## config.mk

```make
export PLATFORM = sky130hd
export DESIGN_NAME = memwb_gpr
export DESIGN_NICKNAME = d
export VERILOG_FILES = /design/src/design/memwb_pkg.sv /design/src/design/memwb_gpr.sv
export VERILOG_INCLUDE_DIRS = /design/src /design/src/design
export SDC_FILE = /design/constraint.sdc
export NUM_CORES = 2
export LEC_CHECK = 0
export BUFFER_PORTS_ARGS = -buffer_cell sky130_fd_sc_hd__buf_2
export CAP_MARGIN = 20
export CORE_MARGIN = 2
export CORE_UTILIZATION = 50
export CTS_BUF_LIST = sky130_fd_sc_hd__clkbuf_8
export DETAILED_ROUTE_END_ITERATION = 6
export PLACE_DENSITY = 0.66
export SLEW_MARGIN = 20
export SYNTH_ARGS = -nofsm -noshare
export SYNTH_HDL_FRONTEND = slang
export SYNTH_SLANG_ARGS = --single-unit
export TNS_END_PERCENT = 10
```

## constraint.sdc

```tcl
create_clock -name clk -period 55.5 [get_ports clk]
set_clock_uncertainty 0.15 [all_clocks]
set_input_delay 16.65 -clock clk [delete_from_list [all_inputs] [get_ports clk]]
set_output_delay 16.65 -clock clk [all_outputs]
set_load 0.02 [all_outputs]
```

## src/design/memwb_config.svh

```systemverilog
`ifndef MEMWB_CONFIG_SVH
`define MEMWB_CONFIG_SVH

// Data and address width
`define MEMWB_XLEN 32

// Data memory depth in words where upper address bits wrap
`define MEMWB_MEM_WORDS 256

// Architectural register count
`define MEMWB_NREGS 32

`endif

```

## src/design/memwb_pkg.sv

```systemverilog
`include "memwb_config.svh"

package memwb_pkg;

    typedef enum logic [3:0] {
        OP_LB,
        OP_LH,
        OP_LW,
        OP_LBU,
        OP_LHU,
        OP_SB,
        OP_SH,
        OP_SW,
        OP_MOVE     // CSR read and similar
    } mem_op_e;

    typedef enum logic {
        ST_IDLE,
        ST_BUSY
    } stage_state_e;

    // Command into the LSU
    typedef struct packed {
        mem_op_e                         op;
        logic [$clog2(`MEMWB_NREGS)-1:0] rd;
        logic [`MEMWB_XLEN-1:0]          addr;
        logic [`MEMWB_XLEN-1:0]          wdata;    // Move value for OP_MOVE
    } mem_cmd_t;

    typedef struct packed {
        mem_op_e                         op;
        logic [$clog2(`MEMWB_NREGS)-1:0] rd;
        logic [1:0]                      addr_lo;
        logic [`MEMWB_XLEN-1:0]          rdata;    // Raw memory word
        logic [`MEMWB_XLEN-1:0]          move_data;
    } lsu_to_wbu_t;

    typedef struct packed {
        logic                            we;
        logic [$clog2(`MEMWB_NREGS)-1:0] rd;
        logic [`MEMWB_XLEN-1:0]          data;
    } commit_t;

endpackage

```

## src/design/memwb_gpr.sv

```systemverilog
`include "memwb_config.svh"

module memwb_gpr (
    input  logic                            clk,
    input  logic                            rst,
    input  logic                            commit_valid,
    input  memwb_pkg::commit_t              commit,
    input  logic [$clog2(`MEMWB_NREGS)-1:0] dbg_addr,
    output logic [`MEMWB_XLEN-1:0]          dbg_data
);

    logic [`MEMWB_XLEN-1:0] regs [`MEMWB_NREGS];
    logic                   wr_en;

    // Writes to x0 are dropped so it holds its reset value of zero
    assign wr_en = commit_valid && commit.we && (commit.rd != '0);

    always_ff @(posedge clk or posedge rst) begin
        if (rst) begin
            for (int i = 0; i < `MEMWB_NREGS; i++)
                regs[i] <= '0;
        end else if (wr_en) begin
            regs[commit.rd] <= commit.data;
        end
    end

    assign dbg_data = regs[dbg_addr];

endmodule

```

==> flow_summary.toml <==
[status]
status = "finished clean"

[timing]
fmax_mhz = 26.60
hold_viol = 0
drv_slew = 0
fin_hold_ws_ns = 0.2238
fin_tns_setup_ns = 0
worst_slew_pin_slew_ns = 1.197
slew_headroom_pct = 20.21
post-route-min-period_ns = 37.59
rsz0062_at_grt = "false"
setup_viol = 0
finalCritPeriodShare_pct = 67.73

[synth]
post-synth-top-area-cell = "dfrtp_1"
synth_cell_types = 26
syn_area_per_cell_um2 = 13.57
yosysSeqAreaShare_pct = 54.79
synth-seq-cells = 1024
synth_area_leaders = "dfrtp_1 55%, mux2_2 24%, mux2i_1 11%"
ys.flop_type = "dfrtp_1"
synth_warnings = 0
synth_edf_count = 0
syn_area_um2 = 46770
synth_top_cell_area_share_pct = 54.79
postSynth.asyncResetShare_pct = 100.0
synthesis.nets = 3493
synthCells = 3447

[detailed_routing]
drt_iter0_drc = 2207
highest_layer = "met5"
finalWirelength_um = 127600
wl_per_cell_um = 26.70
vias = 29010
route.layer.met1.wl_um = 57100
route.detailed.drc = 0
via_per_inst = 6.071
met3_length_um = 6552
drt-pass1-iter-count = 5
dr_wl_met2_um = 60400
ant_nets = 0

[pwr]
power_density_nw_per_um2 = 34.51
ir_drop_v = 0.00002003
power_leakage_uw = 0.02541

[critical_path]
critical_path_class = "input port to primary output"
rr_startpoint = "regs[478]$_DFFE_PP0P_"
rrSetupSlack_ns = 54.51
endpoint_kind = "primary output"
worst_ep_arrival_time_ns = 20.79
r2r_end = "regs[478]$_DFFE_PP0P_"
cp_max_fo = 60
r2r_cells = 1
worstSetupStartpointType = "input port"
crit_required_ns = 38.70

[global_route]
grt_pass1_wl_um = 193100
grt_use_total_pct = 26.99
overflow = 0
grt_start_max_net_pins = 129
antenna_found_initial = 8
grt_pass1_vias = 30840

[clock_tree]
cts_tree = "built"
post-cts-setup-buffers = 0
cts_buffer_depth = 3
htree_levels = 4
clk_latency_ns = 0.83
cts_made_buffers = 170
hold_buffers = 0
post_cts_resized = 0
path_clk_slew_ns = 0.06
clock_sinks = 1024
root_buffer = "clkbuf_8"

[cells_and_area]
post_route_cells_drive_above_1_share_pct = 39.50
n_fill_cell = 7635
area_delta_synth_final_pct = 9.457
register_area_um2 = 25620
final_common_cell = "dfrtp_1"
top_register = "regs"
finalNetCount = 3444
final_util_pct = 55.01
reg_top3 = "regs: 1024 flops"
multi_input_area_um2 = 19810
final_cell_mix = "1024 x dfrtp_1, 984 x mux2_2, 512 x mux2i_1, 213 x clkbuf_8, 99 x nand2_1"
largest_reg_flops = 1024

[hold_path]
hp-class = "flop to flop"
min_to = "regs[992]$_DFFE_PP0P_"
min_path_cells = 0
min-delay-start = "regs[992]$_DFFE_PP0P_"

[floorplan]
start_util_pct = 50.26
fp.dieW_um = 309.8
core_area_um2 = 93050
design.portCount = 78
die_h_um = 309.8
num_rows = 112
die-area_um2 = 96000

[placed_design]
gp_congestion = 0.7647
hpwl_um = 65770
portBuffers = 77

[run]
drv_cap = 0
==> layer usage <==
| layer | GRT usage, % | vias up |
|---|---|---|
| li1 | - | 12350 |
| met1 | 37.01 | 15610 |
| met2 | 43.32 | 798 |
| met3 | 4.795 | 247 |
| met4 | 9.594 | 8 |
| met5 | 0 | - |
==> synth_stat cells (8+ instances only) <==
| cell | number |
|---|---|
| clkbuf_1 | 177 |
| mux2i_1 | 512 |
| nand2_1 | 115 |
| a22o_1 | 64 |
| nand3_1 | 98 |
| nor3_1 | 34 |
| mux2_1 | 8 |
| buf_4 | 34 |
| a22oi_1 | 96 |
| nor2_1 | 20 |
| buf_2 | 128 |
| a21oi_1 | 96 |
| dfrtp_1 | 1024 |
| a31oi_1 | 32 |
| buf_1 | 8 |
| mux2_2 | 984 |
==> metrics by stage <==
step	setup WS [ns]	cell area, µm²	power [µW]	cells
after floorplan	9.884	46770	1070	3447
after global placement	17.47	47770	1112	4478
after detailed placement	17.45	47770	1129	4478
after CTS	17.44	51110	1780	4776
after global routing	17.71	51190	1847	4779
final	17.91	51190	1766	4779
==> worst max-delay path, stage by stage <==
cell	delay (ns)
buf_8	0.33
buf_4	0.91
buf_4	0.70
buf_4	0.90
mux2i_1	0.17
a22o_1	0.27
nor3_1	0.20
a31oi_1	0.06
nand3_1	0.18
buf_2	0.22
==> final cells by class <==
class,count,share of cell area [%]
Antenna cell,1,0.004888
Clock buffer,213,5.727
Clock inverter,85,0.7821
Inverter,2,0.02933
Multi-Input combinational cell,2074,38.69
Sequential cell,1024,50.06
Tap cell,1254,3.065
Timing Repair Buffer,126,1.645
==> cells by family (layout without fill, tap and decap cells) <==
kind of cell / Yosys count / in the layout / synth area share (%)
other cells: 0 / 1 / 0
flops: 1024 / 1024 / 54.79
compound gates: 288 / 288 / 4.195
mux: 1504 / 1504 / 34.84
simple gates: 282 / 282 / 2.753
buf+inv: 349 / 426 / 3.416
==> worst max path at each step <==
stage,endpoint,slack (ns),start,cells after the start
after CTS,dbg_data[25],17.44,dbg_addr[1],10
after floorplan,regs[0]$_DFFE_PP0P_,9.88,rst,1
final,dbg_data[8],17.91,dbg_addr[1],10
after detailed placement,dbg_data[8],17.45,dbg_addr[1],10
after global placement,dbg_data[8],17.47,dbg_addr[1],10
after global routing,dbg_data[8],17.71,dbg_addr[1],10
==> power breakdown <==
part	switching, µW	internal, µW	total (µW)
sequential	49.0	843	892
combinational	110	115	225
clock	305	345	649
total	464	1300	1770
No activity file was read; power rests on OpenSTA's default activity.
