[src/design/memwb_config.svh]
`ifndef MEMWB_CONFIG_SVH
`define MEMWB_CONFIG_SVH

// Data and address width
`define MEMWB_XLEN 32

// Data memory depth in words where upper address bits wrap
`define MEMWB_MEM_WORDS 256

// Architectural register count
`define MEMWB_NREGS 32

`endif

[src/design/memwb_pkg.sv]
`include "memwb_config.svh"

package memwb_pkg;

    typedef enum logic [3:0] {
        OP_LB,
        OP_LH,
        OP_LW,
        OP_LBU,
        OP_LHU,
        OP_SB,
        OP_SH,
        OP_SW,
        OP_MOVE     // CSR read and similar
    } mem_op_e;

    typedef enum logic {
        ST_IDLE,
        ST_BUSY
    } stage_state_e;

    // Command into the LSU
    typedef struct packed {
        mem_op_e                         op;
        logic [$clog2(`MEMWB_NREGS)-1:0] rd;
        logic [`MEMWB_XLEN-1:0]          addr;
        logic [`MEMWB_XLEN-1:0]          wdata;    // Move value for OP_MOVE
    } mem_cmd_t;

    typedef struct packed {
        mem_op_e                         op;
        logic [$clog2(`MEMWB_NREGS)-1:0] rd;
        logic [1:0]                      addr_lo;
        logic [`MEMWB_XLEN-1:0]          rdata;    // Raw memory word
        logic [`MEMWB_XLEN-1:0]          move_data;
    } lsu_to_wbu_t;

    typedef struct packed {
        logic                            we;
        logic [$clog2(`MEMWB_NREGS)-1:0] rd;
        logic [`MEMWB_XLEN-1:0]          data;
    } commit_t;

endpackage

[src/design/memwb_wbu.sv]
`include "memwb_config.svh"

module memwb_wbu (
    input  logic                   clk,
    input  logic                   rst,
    input  logic                   lsu_valid,
    input  memwb_pkg::lsu_to_wbu_t lsu_out,
    output logic                   wbu_ready,
    output logic                   commit_valid,
    output memwb_pkg::commit_t     commit
);

    localparam int XLEN = `MEMWB_XLEN;

    memwb_pkg::stage_state_e state;
    memwb_pkg::lsu_to_wbu_t  in_q;

    logic [XLEN-1:0] shifted;
    logic [XLEN-1:0] result;
    logic            result_we;

    assign wbu_ready = (state == memwb_pkg::ST_IDLE);

    always_ff @(posedge clk) begin
        if (lsu_valid && wbu_ready)
            in_q <= lsu_out;
    end

    // Align the addressed byte or half to bit 0 with zero fill from the top
    assign shifted = in_q.rdata >> {in_q.addr_lo, 3'b000};

    always_comb begin
        case (in_q.op)
            memwb_pkg::OP_LB:   result = {{(XLEN-8){shifted[7]}}, shifted[7:0]};
            memwb_pkg::OP_LBU:  result = {{(XLEN-8){1'b0}}, shifted[7:0]};
            memwb_pkg::OP_LH:   result = {{(XLEN-16){shifted[15]}}, shifted[15:0]};
            memwb_pkg::OP_LHU:  result = {{(XLEN-16){1'b0}}, shifted[15:0]};
            memwb_pkg::OP_LW:   result = shifted;
            memwb_pkg::OP_MOVE: result = in_q.move_data;
            default:            result = '0;   // Stores
        endcase
    end

    always_comb begin
        case (in_q.op)
            memwb_pkg::OP_SB,
            memwb_pkg::OP_SH,
            memwb_pkg::OP_SW: result_we = 1'b0;
            default:          result_we = 1'b1;
        endcase
    end

    always_ff @(posedge clk or posedge rst) begin
        if (rst) begin
            state        <= memwb_pkg::ST_IDLE;
            commit_valid <= 1'b0;
            commit       <= '0;
        end else begin
            commit_valid <= 1'b0;   // One-cycle strobe
            case (state)
                memwb_pkg::ST_IDLE: begin
                    if (lsu_valid)
                        state <= memwb_pkg::ST_BUSY;
                end
                memwb_pkg::ST_BUSY: begin
                    commit.we    <= result_we;
                    commit.rd    <= in_q.rd;
                    commit.data  <= result;
                    commit_valid <= 1'b1;
                    state        <= memwb_pkg::ST_IDLE;
                end
                default: state <= memwb_pkg::ST_IDLE;
            endcase
        end
    end

endmodule

[config.mk]
export PLATFORM = sky130hd
export DESIGN_NAME = memwb_wbu
export DESIGN_NICKNAME = d
export VERILOG_FILES = /design/src/design/memwb_pkg.sv /design/src/design/memwb_wbu.sv
export VERILOG_INCLUDE_DIRS = /design/src /design/src/design
export SDC_FILE = /design/constraint.sdc
export NUM_CORES = 1
export LEC_CHECK = 0
export BUFFER_PORTS_ARGS = -buffer_cell sky130_fd_sc_hd__buf_2
export CORE_MARGIN = 4
export CORE_UTILIZATION = 57
export DETAILED_ROUTE_END_ITERATION = 12
export PLACE_DENSITY = 0.85
export RECOVER_POWER = 50
export SYNTH_ARGS = -nofsm -noshare
export SYNTH_HDL_FRONTEND = slang
export SYNTH_SLANG_ARGS = --single-unit
[constraint.sdc]
create_clock -name clk -period 12.7 [get_ports clk]
set_input_delay 2.54 -clock clk [delete_from_list [all_inputs] [get_ports clk]]
set_output_delay 2.54 -clock clk [all_outputs]
set_load 0.02 [all_outputs]
==> results.sh, run 1 <==
export IMPL_fin_crit_ns=4.52
export IMPL_grt_antenna_before_repair=0
export IMPL_clkLatencyLatePin_ns=0.51
export IMPL_start_util_pct=58.4
export IMPL_ys_seq_area_share_pct=68.1
export IMPL_grt_use_total_pct=22.9
export IMPL_final_core_util_pct=73.7
export IMPL_critPathMaxFanout=34
export IMPL_die_area_um2=9910
export IMPL_wire_per_inst_um=19.1
export IMPL_fin_skew_ns=0.0129
export IMPL_h_tree_depth=4
export IMPL_drt_drc_violations_left=0
export IMPL_wl_um=11000
export IMPL_synth_main_ff_cell="edfxtp_1"
export IMPL_grt_overflow=0
export IMPL_ys_ff_latch=115
export IMPL_ios=118
export IMPL_cp_slowest_stage_delay_ns=0.70
export IMPL_nets=535
export IMPL_synth_distinct_cells=40
export IMPL_fin_ws_ns=8.18
export IMPL_leakage_nw=2.52
export IMPL_num_vias=3310
export IMPL_grt_pass1_wl_um=17100
export IMPL_cts_sinks=115
export IMPL_async_flop_share_pct=34.8
export IMPL_hold_buffers=0
export IMPL_drtIter0Drc=270
export IMPL_grt_pass1_vias=3238
export IMPL_cts_tree="yes"
export IMPL_fp_dieH_um=99.6
export IMPL_drive_gt1_share_pct=34.0
export IMPL_slowest_stage="clkinv_1"
export IMPL_synthesis_nets=415
export IMPL_end_kind="output pin"
export IMPL_viasPerCell=5.76
export IMPL_clk_path_buf_depth=2
export IMPL_power_density_nw_per_um2=172
export IMPL_worstPathCellList="clkinv_1 -> buf_2"
export IMPL_core_area_um2=8180
export IMPL_period_share_pct=35.6
export IMPL_ctsResizeCount=0
export IMPL_rows=33
export IMPL_cts_root_buf="clkbuf_8"
export IMPL_dr_pass1_iters=5
export IMPL_outcome="finished, violations left"
export IMPL_maxCapViolCount=2
export IMPL_crit_arrival_ns=1.98
export IMPL_slew_limit_headroom_pct=-11.4
export IMPL_setup_viol=0
export IMPL_gp_congestion=0.868
export IMPL_placed_area_um2=5420
export IMPL_path_clk_slew_ns=0.05
export IMPL_fmax_mhz=221
export IMPL_rsz0062_at_grt="no"
export IMPL_critPathTopFamily="buffers and inverters"
export IMPL_synth_edf_count=75
export IMPL_worst_pin_slew_ns=1.67
export IMPL_yosys_warnings=0
export IMPL_syn_area_um2=4780
export IMPL_cts_buffers=17
export IMPL_cp_required_ns=10.16
export IMPL_dp_hpwl_um=7390
export IMPL_peakVddDrop_mv=0.100
export IMPL_cp_buffers_inverters=2
export IMPL_design_area_um2=6030
export IMPL_die_w_um=99.6
export IMPL_violations="capacitance limit, slew limit"
export IMPL_critPathKind="register to output pin"
export IMPL_synthCells=337
export IMPL_fin_tns_setup_ns=0
export IMPL_synth_area_per_cell_um2=14.2
export IMPL_port_buffers=117
export IMPL_hold_class="register to register"
export IMPL_grt_max_degree=77
export IMPL_cp_start_kind="register"
export IMPL_antennaDiodeCount=0
export IMPL_drv_slew=67
export IMPL_post_cts_buffers=0
export IMPL_dp_slack_ns=8.72
export IMPL_antenna_left=0
export IMPL_area_growth_pct=26.2
export IMPL_hold_viol=0
-- synthesized netlist by cell type, types with 5 or more instances --
| master | n | area [µm²] |
|---|---|---|
| edfxtp_1 | 75 | 2250 |
| dfrtp_1 | 40 | 1000 |
| mux2i_1 | 35 | 350 |
| a21oi_1 | 25 | 125 |
| nand2_1 | 23 | 86.3 |
| nor2_1 | 22 | 82.6 |
| nand3_1 | 9 | 45.0 |
| a221oi_1 | 8 | 70.1 |
| a32oi_1 | 8 | 70.1 |
| o211ai_1 | 8 | 60.1 |
| o21ai_1 | 8 | 40.0 |
| buf_2 | 7 | 35.0 |
| nor3_2 | 7 | 70.1 |
| a32o_1 | 6 | 60.1 |
| o2bb2ai_1 | 6 | 52.6 |
| buf_4 | 5 | 37.5 |
| mux2_2 | 5 | 56.3 |
-- state kept, by name, summed over array words and instances, names as in the netlist --
signal        flops
commit_valid      1
in_q             75
state             1
commit           38
-- worst paths after layout --
path / slack (ns) / startpoint / to / depth (start not counted)
min: 0.48 / in_q[67]$_DFFE_PP_ / commit[33]$_DFFE_PP0P_ / 1
max in group asynchronous: 8.85 / rst / commit[19]$_DFFE_PP0P_ / 3
min reg2reg: 0.48 / in_q[67]$_DFFE_PP_ / commit[33]$_DFFE_PP0P_ / 1
max: 8.18 / state$_DFF_PP0_ / wbu_ready / 2
max reg2reg: 9.51 / state$_DFF_PP0_ / commit[12]$_DFFE_PP0P_ / 5
min in group asynchronous: 2.04 / rst / commit[2]$_DFFE_PP0P_ / 2
-- power breakdown --
group,internal [mW],switching (mW)
registers,0.431,0.0161
logic,0.0369,0.0615
clock network,0.327,0.164
total,0.795,0.241
-- worst register-to-register path: stages, from the launching register on --
cell	delay, ns
dfrtp_1	0.34
clkbuf_1	1.20
nor2b_1	0.27
a22o_1	0.53
nand4_1	0.50
o211ai_1	0.27
-- metal layers --
layer	global-route usage [%]	up-vias	wire [µm]
met4	9.03	0	186
li1	-	1540	-
met5	0	-	0
met2	37.2	161	5540
met1	30.4	1592	4320
met3	4.77	17	923
-- metrics by stage --
| stage | hold slack [ns] | total power, mW | instances |
|---|---|---|---|
| after detailed placement | 0.470 | 0.552 | 543 |
| after CTS | 0.483 | 1.04 | 575 |
| final | 0.480 | 1.04 | 575 |
| after global placement | 0.459 | 0.547 | 543 |
| after floorplan | 0.349 | 0.513 | 337 |
| after global routing | 0.492 | 1.07 | 575 |
-- cells by family after synthesis --
logic type             after synthesis  share of synthesized area, %
XOR/XNOR                             2                         0.367
flip-flops                         115                          68.1
buffers and inverters               25                          2.93
AND/OR/NAND/NOR                     77                          8.56
AO/OA/AOI/OAI                       78                          11.5
multiplexers                        40                          8.51
-- area by class of cell --
cell class,count,area [µm²]
Fill cell,550,2150
Timing Repair Buffer,122,606
Clock inverter,11,146
Multi-Input combinational cell,197,1400
Inverter,4,15.0
Clock buffer,21,482
Sequential cell,115,3250
Tap cell,105,131
-- layout by cell type (no fill, tap or decap), types with 2 or more instances in the layout --
| master | netlist | final |
|---|---|---|
| o211ai_1 | 8 | 8 |
| clkinv_4 | 0 | 2 |
| nor3_2 | 7 | 7 |
| mux2_2 | 5 | 5 |
| nand2_1 | 23 | 23 |
| inv_1 | 2 | 2 |
| o21ai_0 | 4 | 12 |
| clkbuf_16 | 0 | 18 |
| nand3_1 | 9 | 9 |
| clkinvlp_4 | 0 | 2 |
| edfxtp_1 | 75 | 75 |
| clkinv_2 | 0 | 3 |
| buf_4 | 5 | 3 |
| bufinv_16 | 0 | 3 |
| a32oi_1 | 8 | 8 |
| o2bb2ai_1 | 6 | 6 |
| clkbuf_8 | 0 | 2 |
| clkinv_1 | 2 | 2 |
| nor2b_1 | 4 | 3 |
| a21oi_1 | 25 | 25 |
| nor2_1 | 22 | 22 |
| dfrtp_1 | 40 | 40 |
| a221oi_1 | 8 | 8 |
| and2_1 | 2 | 2 |
| xor2_1 | 2 | 2 |
| clkbuf_1 | 4 | 11 |
| nor3_1 | 3 | 3 |
| buf_2 | 7 | 109 |
| a32o_1 | 6 | 6 |
| mux2i_1 | 35 | 35 |
(Power assumes the default switching activity.)
==> run 2, diff against run 1 <==
Settings changed: CORE_UTILIZATION 57 to 48, PLACE_DENSITY 0.85 to 0.76.
Clock period 12.7 ns to 3.84 ns, I/O delays scaled along.
==> results.sh, run 2 (same netlist as run 1, synthesis figures left out) <==
export IMPL_hold_buffers=0
export IMPL_place_inst=571
export IMPL_area_growth_pct=27.5
export IMPL_hold_viol=0
export IMPL_p_int_mw=2.74
export IMPL_clkPwrFrac_pct=49.1
export IMPL_clkLatencyLatePin_ns=0.51
export IMPL_cp_required_ns=4.27
export IMPL_cts_tree="yes"
export IMPL_start_util_pct=49.1
export IMPL_grt_max_degree=77
export IMPL_grt_overflow=0
export IMPL_pwr_share_seq_pct=41.9
export IMPL_end_kind="register"
export IMPL_final_cell_mix="101 x buf_2, 75 x edfxtp_1, 40 x dfrtp_1"
export IMPL_maxCapViolCount=1
export IMPL_drive_gt1_share_pct=32.6
export IMPL_grt_use_total_pct=20.1
export IMPL_die_w_um=108
export IMPL_nets=535
export IMPL_worst_pin_slew_ns=1.67
export IMPL_swShare_pct=22.6
export IMPL_grt_antenna_before_repair=0
export IMPL_hold_class="input pin to register"
export IMPL_ctsResizeCount=0
export IMPL_drtIter0Drc=244
export IMPL_wire_per_inst_um=18.7
export IMPL_outcome="finished, violations left"
export IMPL_critPathMaxFanout=36
export IMPL_antenna_left=0
export IMPL_final_common_cell="buf_2"
export IMPL_h_tree_depth=4
export IMPL_rows=36
export IMPL_cts_sinks=115
export IMPL_slew_limit_headroom_pct=-11.2
export IMPL_regMostFlops="in_q"
export IMPL_port_buffers=117
export IMPL_cts_buffers=17
export IMPL_wl_um=11300
export IMPL_core_area_um2=9730
export IMPL_crit_arrival_ns=3.41
export IMPL_grt_pass1_vias=3272
export IMPL_placed_area_um2=5460
export IMPL_drt_drc_violations_left=0
export IMPL_fp_dieH_um=108
export IMPL_reg_top3="in_q (75), commit (38)"
export IMPL_grt_pass1_wl_um=17300
export IMPL_peakVddDrop_mv=0.367
export IMPL_power_switching_mw=0.801
export IMPL_die_area_um2=11600
export IMPL_post_cts_buffers=0
export IMPL_path_clk_slew_ns=0.06
export IMPL_viasPerCell=5.49
export IMPL_fin_ws_ns=0.853
export IMPL_clk_path_buf_depth=2
export IMPL_leakage_nw=2.52
export IMPL_period_share_pct=77.8
export IMPL_rsz0062_at_grt="no"
export IMPL_gp_congestion=0.845
export IMPL_violations="capacitance limit, slew limit"
export IMPL_num_vias=3313
export IMPL_fillerInstances=755
export IMPL_antennaDiodeCount=0
export IMPL_power_density_nw_per_um2=581
export IMPL_largest_reg_flops=75
export IMPL_critPathKind="register to register"
export IMPL_fin_skew_ns=0.00593
export IMPL_dr_pass1_iters=5
export IMPL_design_area_um2=6090
export IMPL_cp_start_kind="register"
export IMPL_combinationalPowerShare_pct=8.9
export IMPL_cts_root_buf="clkbuf_8"
export IMPL_setup_viol=0
export IMPL_dp_slack_ns=1.47
export IMPL_fin_tns_setup_ns=0
export IMPL_drv_slew=37
export IMPL_fin_cells=603
export IMPL_dp_hpwl_um=7890
export IMPL_fmax_mhz=335
export IMPL_ios=118
export IMPL_fin_crit_ns=2.99
export IMPL_p_total_mw=3.54
-- run 2: final timing paths --
path | from | endpoint | slack, ns | cells past startpoint
setup / recovery | state$_DFF_PP0_ | commit[14]$_DFFE_PP0P_ | 0.85 | 5
hold / removal | lsu_out[0] | in_q[0]$_DFFE_PP_ | 0.43 | 1
setup reg to reg | state$_DFF_PP0_ | commit[14]$_DFFE_PP0P_ | 0.85 | 5
hold reg to reg | in_q[68]$_DFFE_PP_ | commit[34]$_DFFE_PP0P_ | 0.48 | 1
max in group asynchronous | rst | commit[2]$_DFFE_PP0P_ | 2.13 | 3
min in group asynchronous | rst | commit[33]$_DFFE_PP0P_ | 0.53 | 2
-- run 2: worst max-delay path, cell delays in order, from the launching register on --
cell and delay, ns:
dfrtp_1 0.34, clkbuf_1 1.21, nor2b_1 0.24, a22o_1 0.54
nand4_2 0.36, o211ai_1 0.20
-- run 2: per-layer routing --
layer | track usage [%] | vias up | part of all wire (%)
li1 | - | 1534 | -
met1 | 26.2 | 1622 | 42
met2 | 31.0 | 131 | 48
met3 | 6.00 | 26 | 7.5
met4 | 9.20 | 0 | 2.4
met5 | 0 | - | 0
-- run 2: power groups by stage --
stage / clock network [mW] / registers (mW) / logic [mW]
2_1_floorplan: 0 / 1.54 / 0.156
3_3_place_gp: 0 / 1.50 / 0.316
3_5_place_dp: 0 / 1.51 / 0.324
4_1_cts: 1.76 / 1.48 / 0.327
5_1_grt: 1.82 / 1.49 / 0.346
6_report: 1.74 / 1.48 / 0.317
-- run 2: stage by stage --
stage,utilization (%),hold WS (ns)
2_1_floorplan,-,0.349
3_3_place_gp,56.1,0.460
3_5_place_dp,56.1,0.472
4_1_cts,62.9,0.402
5_1_grt,62.6,0.401
6_report,62.6,0.427
-- run 2: area by class of cell --
type / count / area, µm² / share of cell area [%]
sequential: 115 / 3250 / 53.4
tap: 133 / 166 / 2.73
timing repair buffer: 122 / 596 / 9.78
clock inverter: 14 / 233 / 3.82
clock buffer: 18 / 428 / 7.02
multi-input combinational: 197 / 1400 / 23.0
inverter: 4 / 15.0 / 0.246
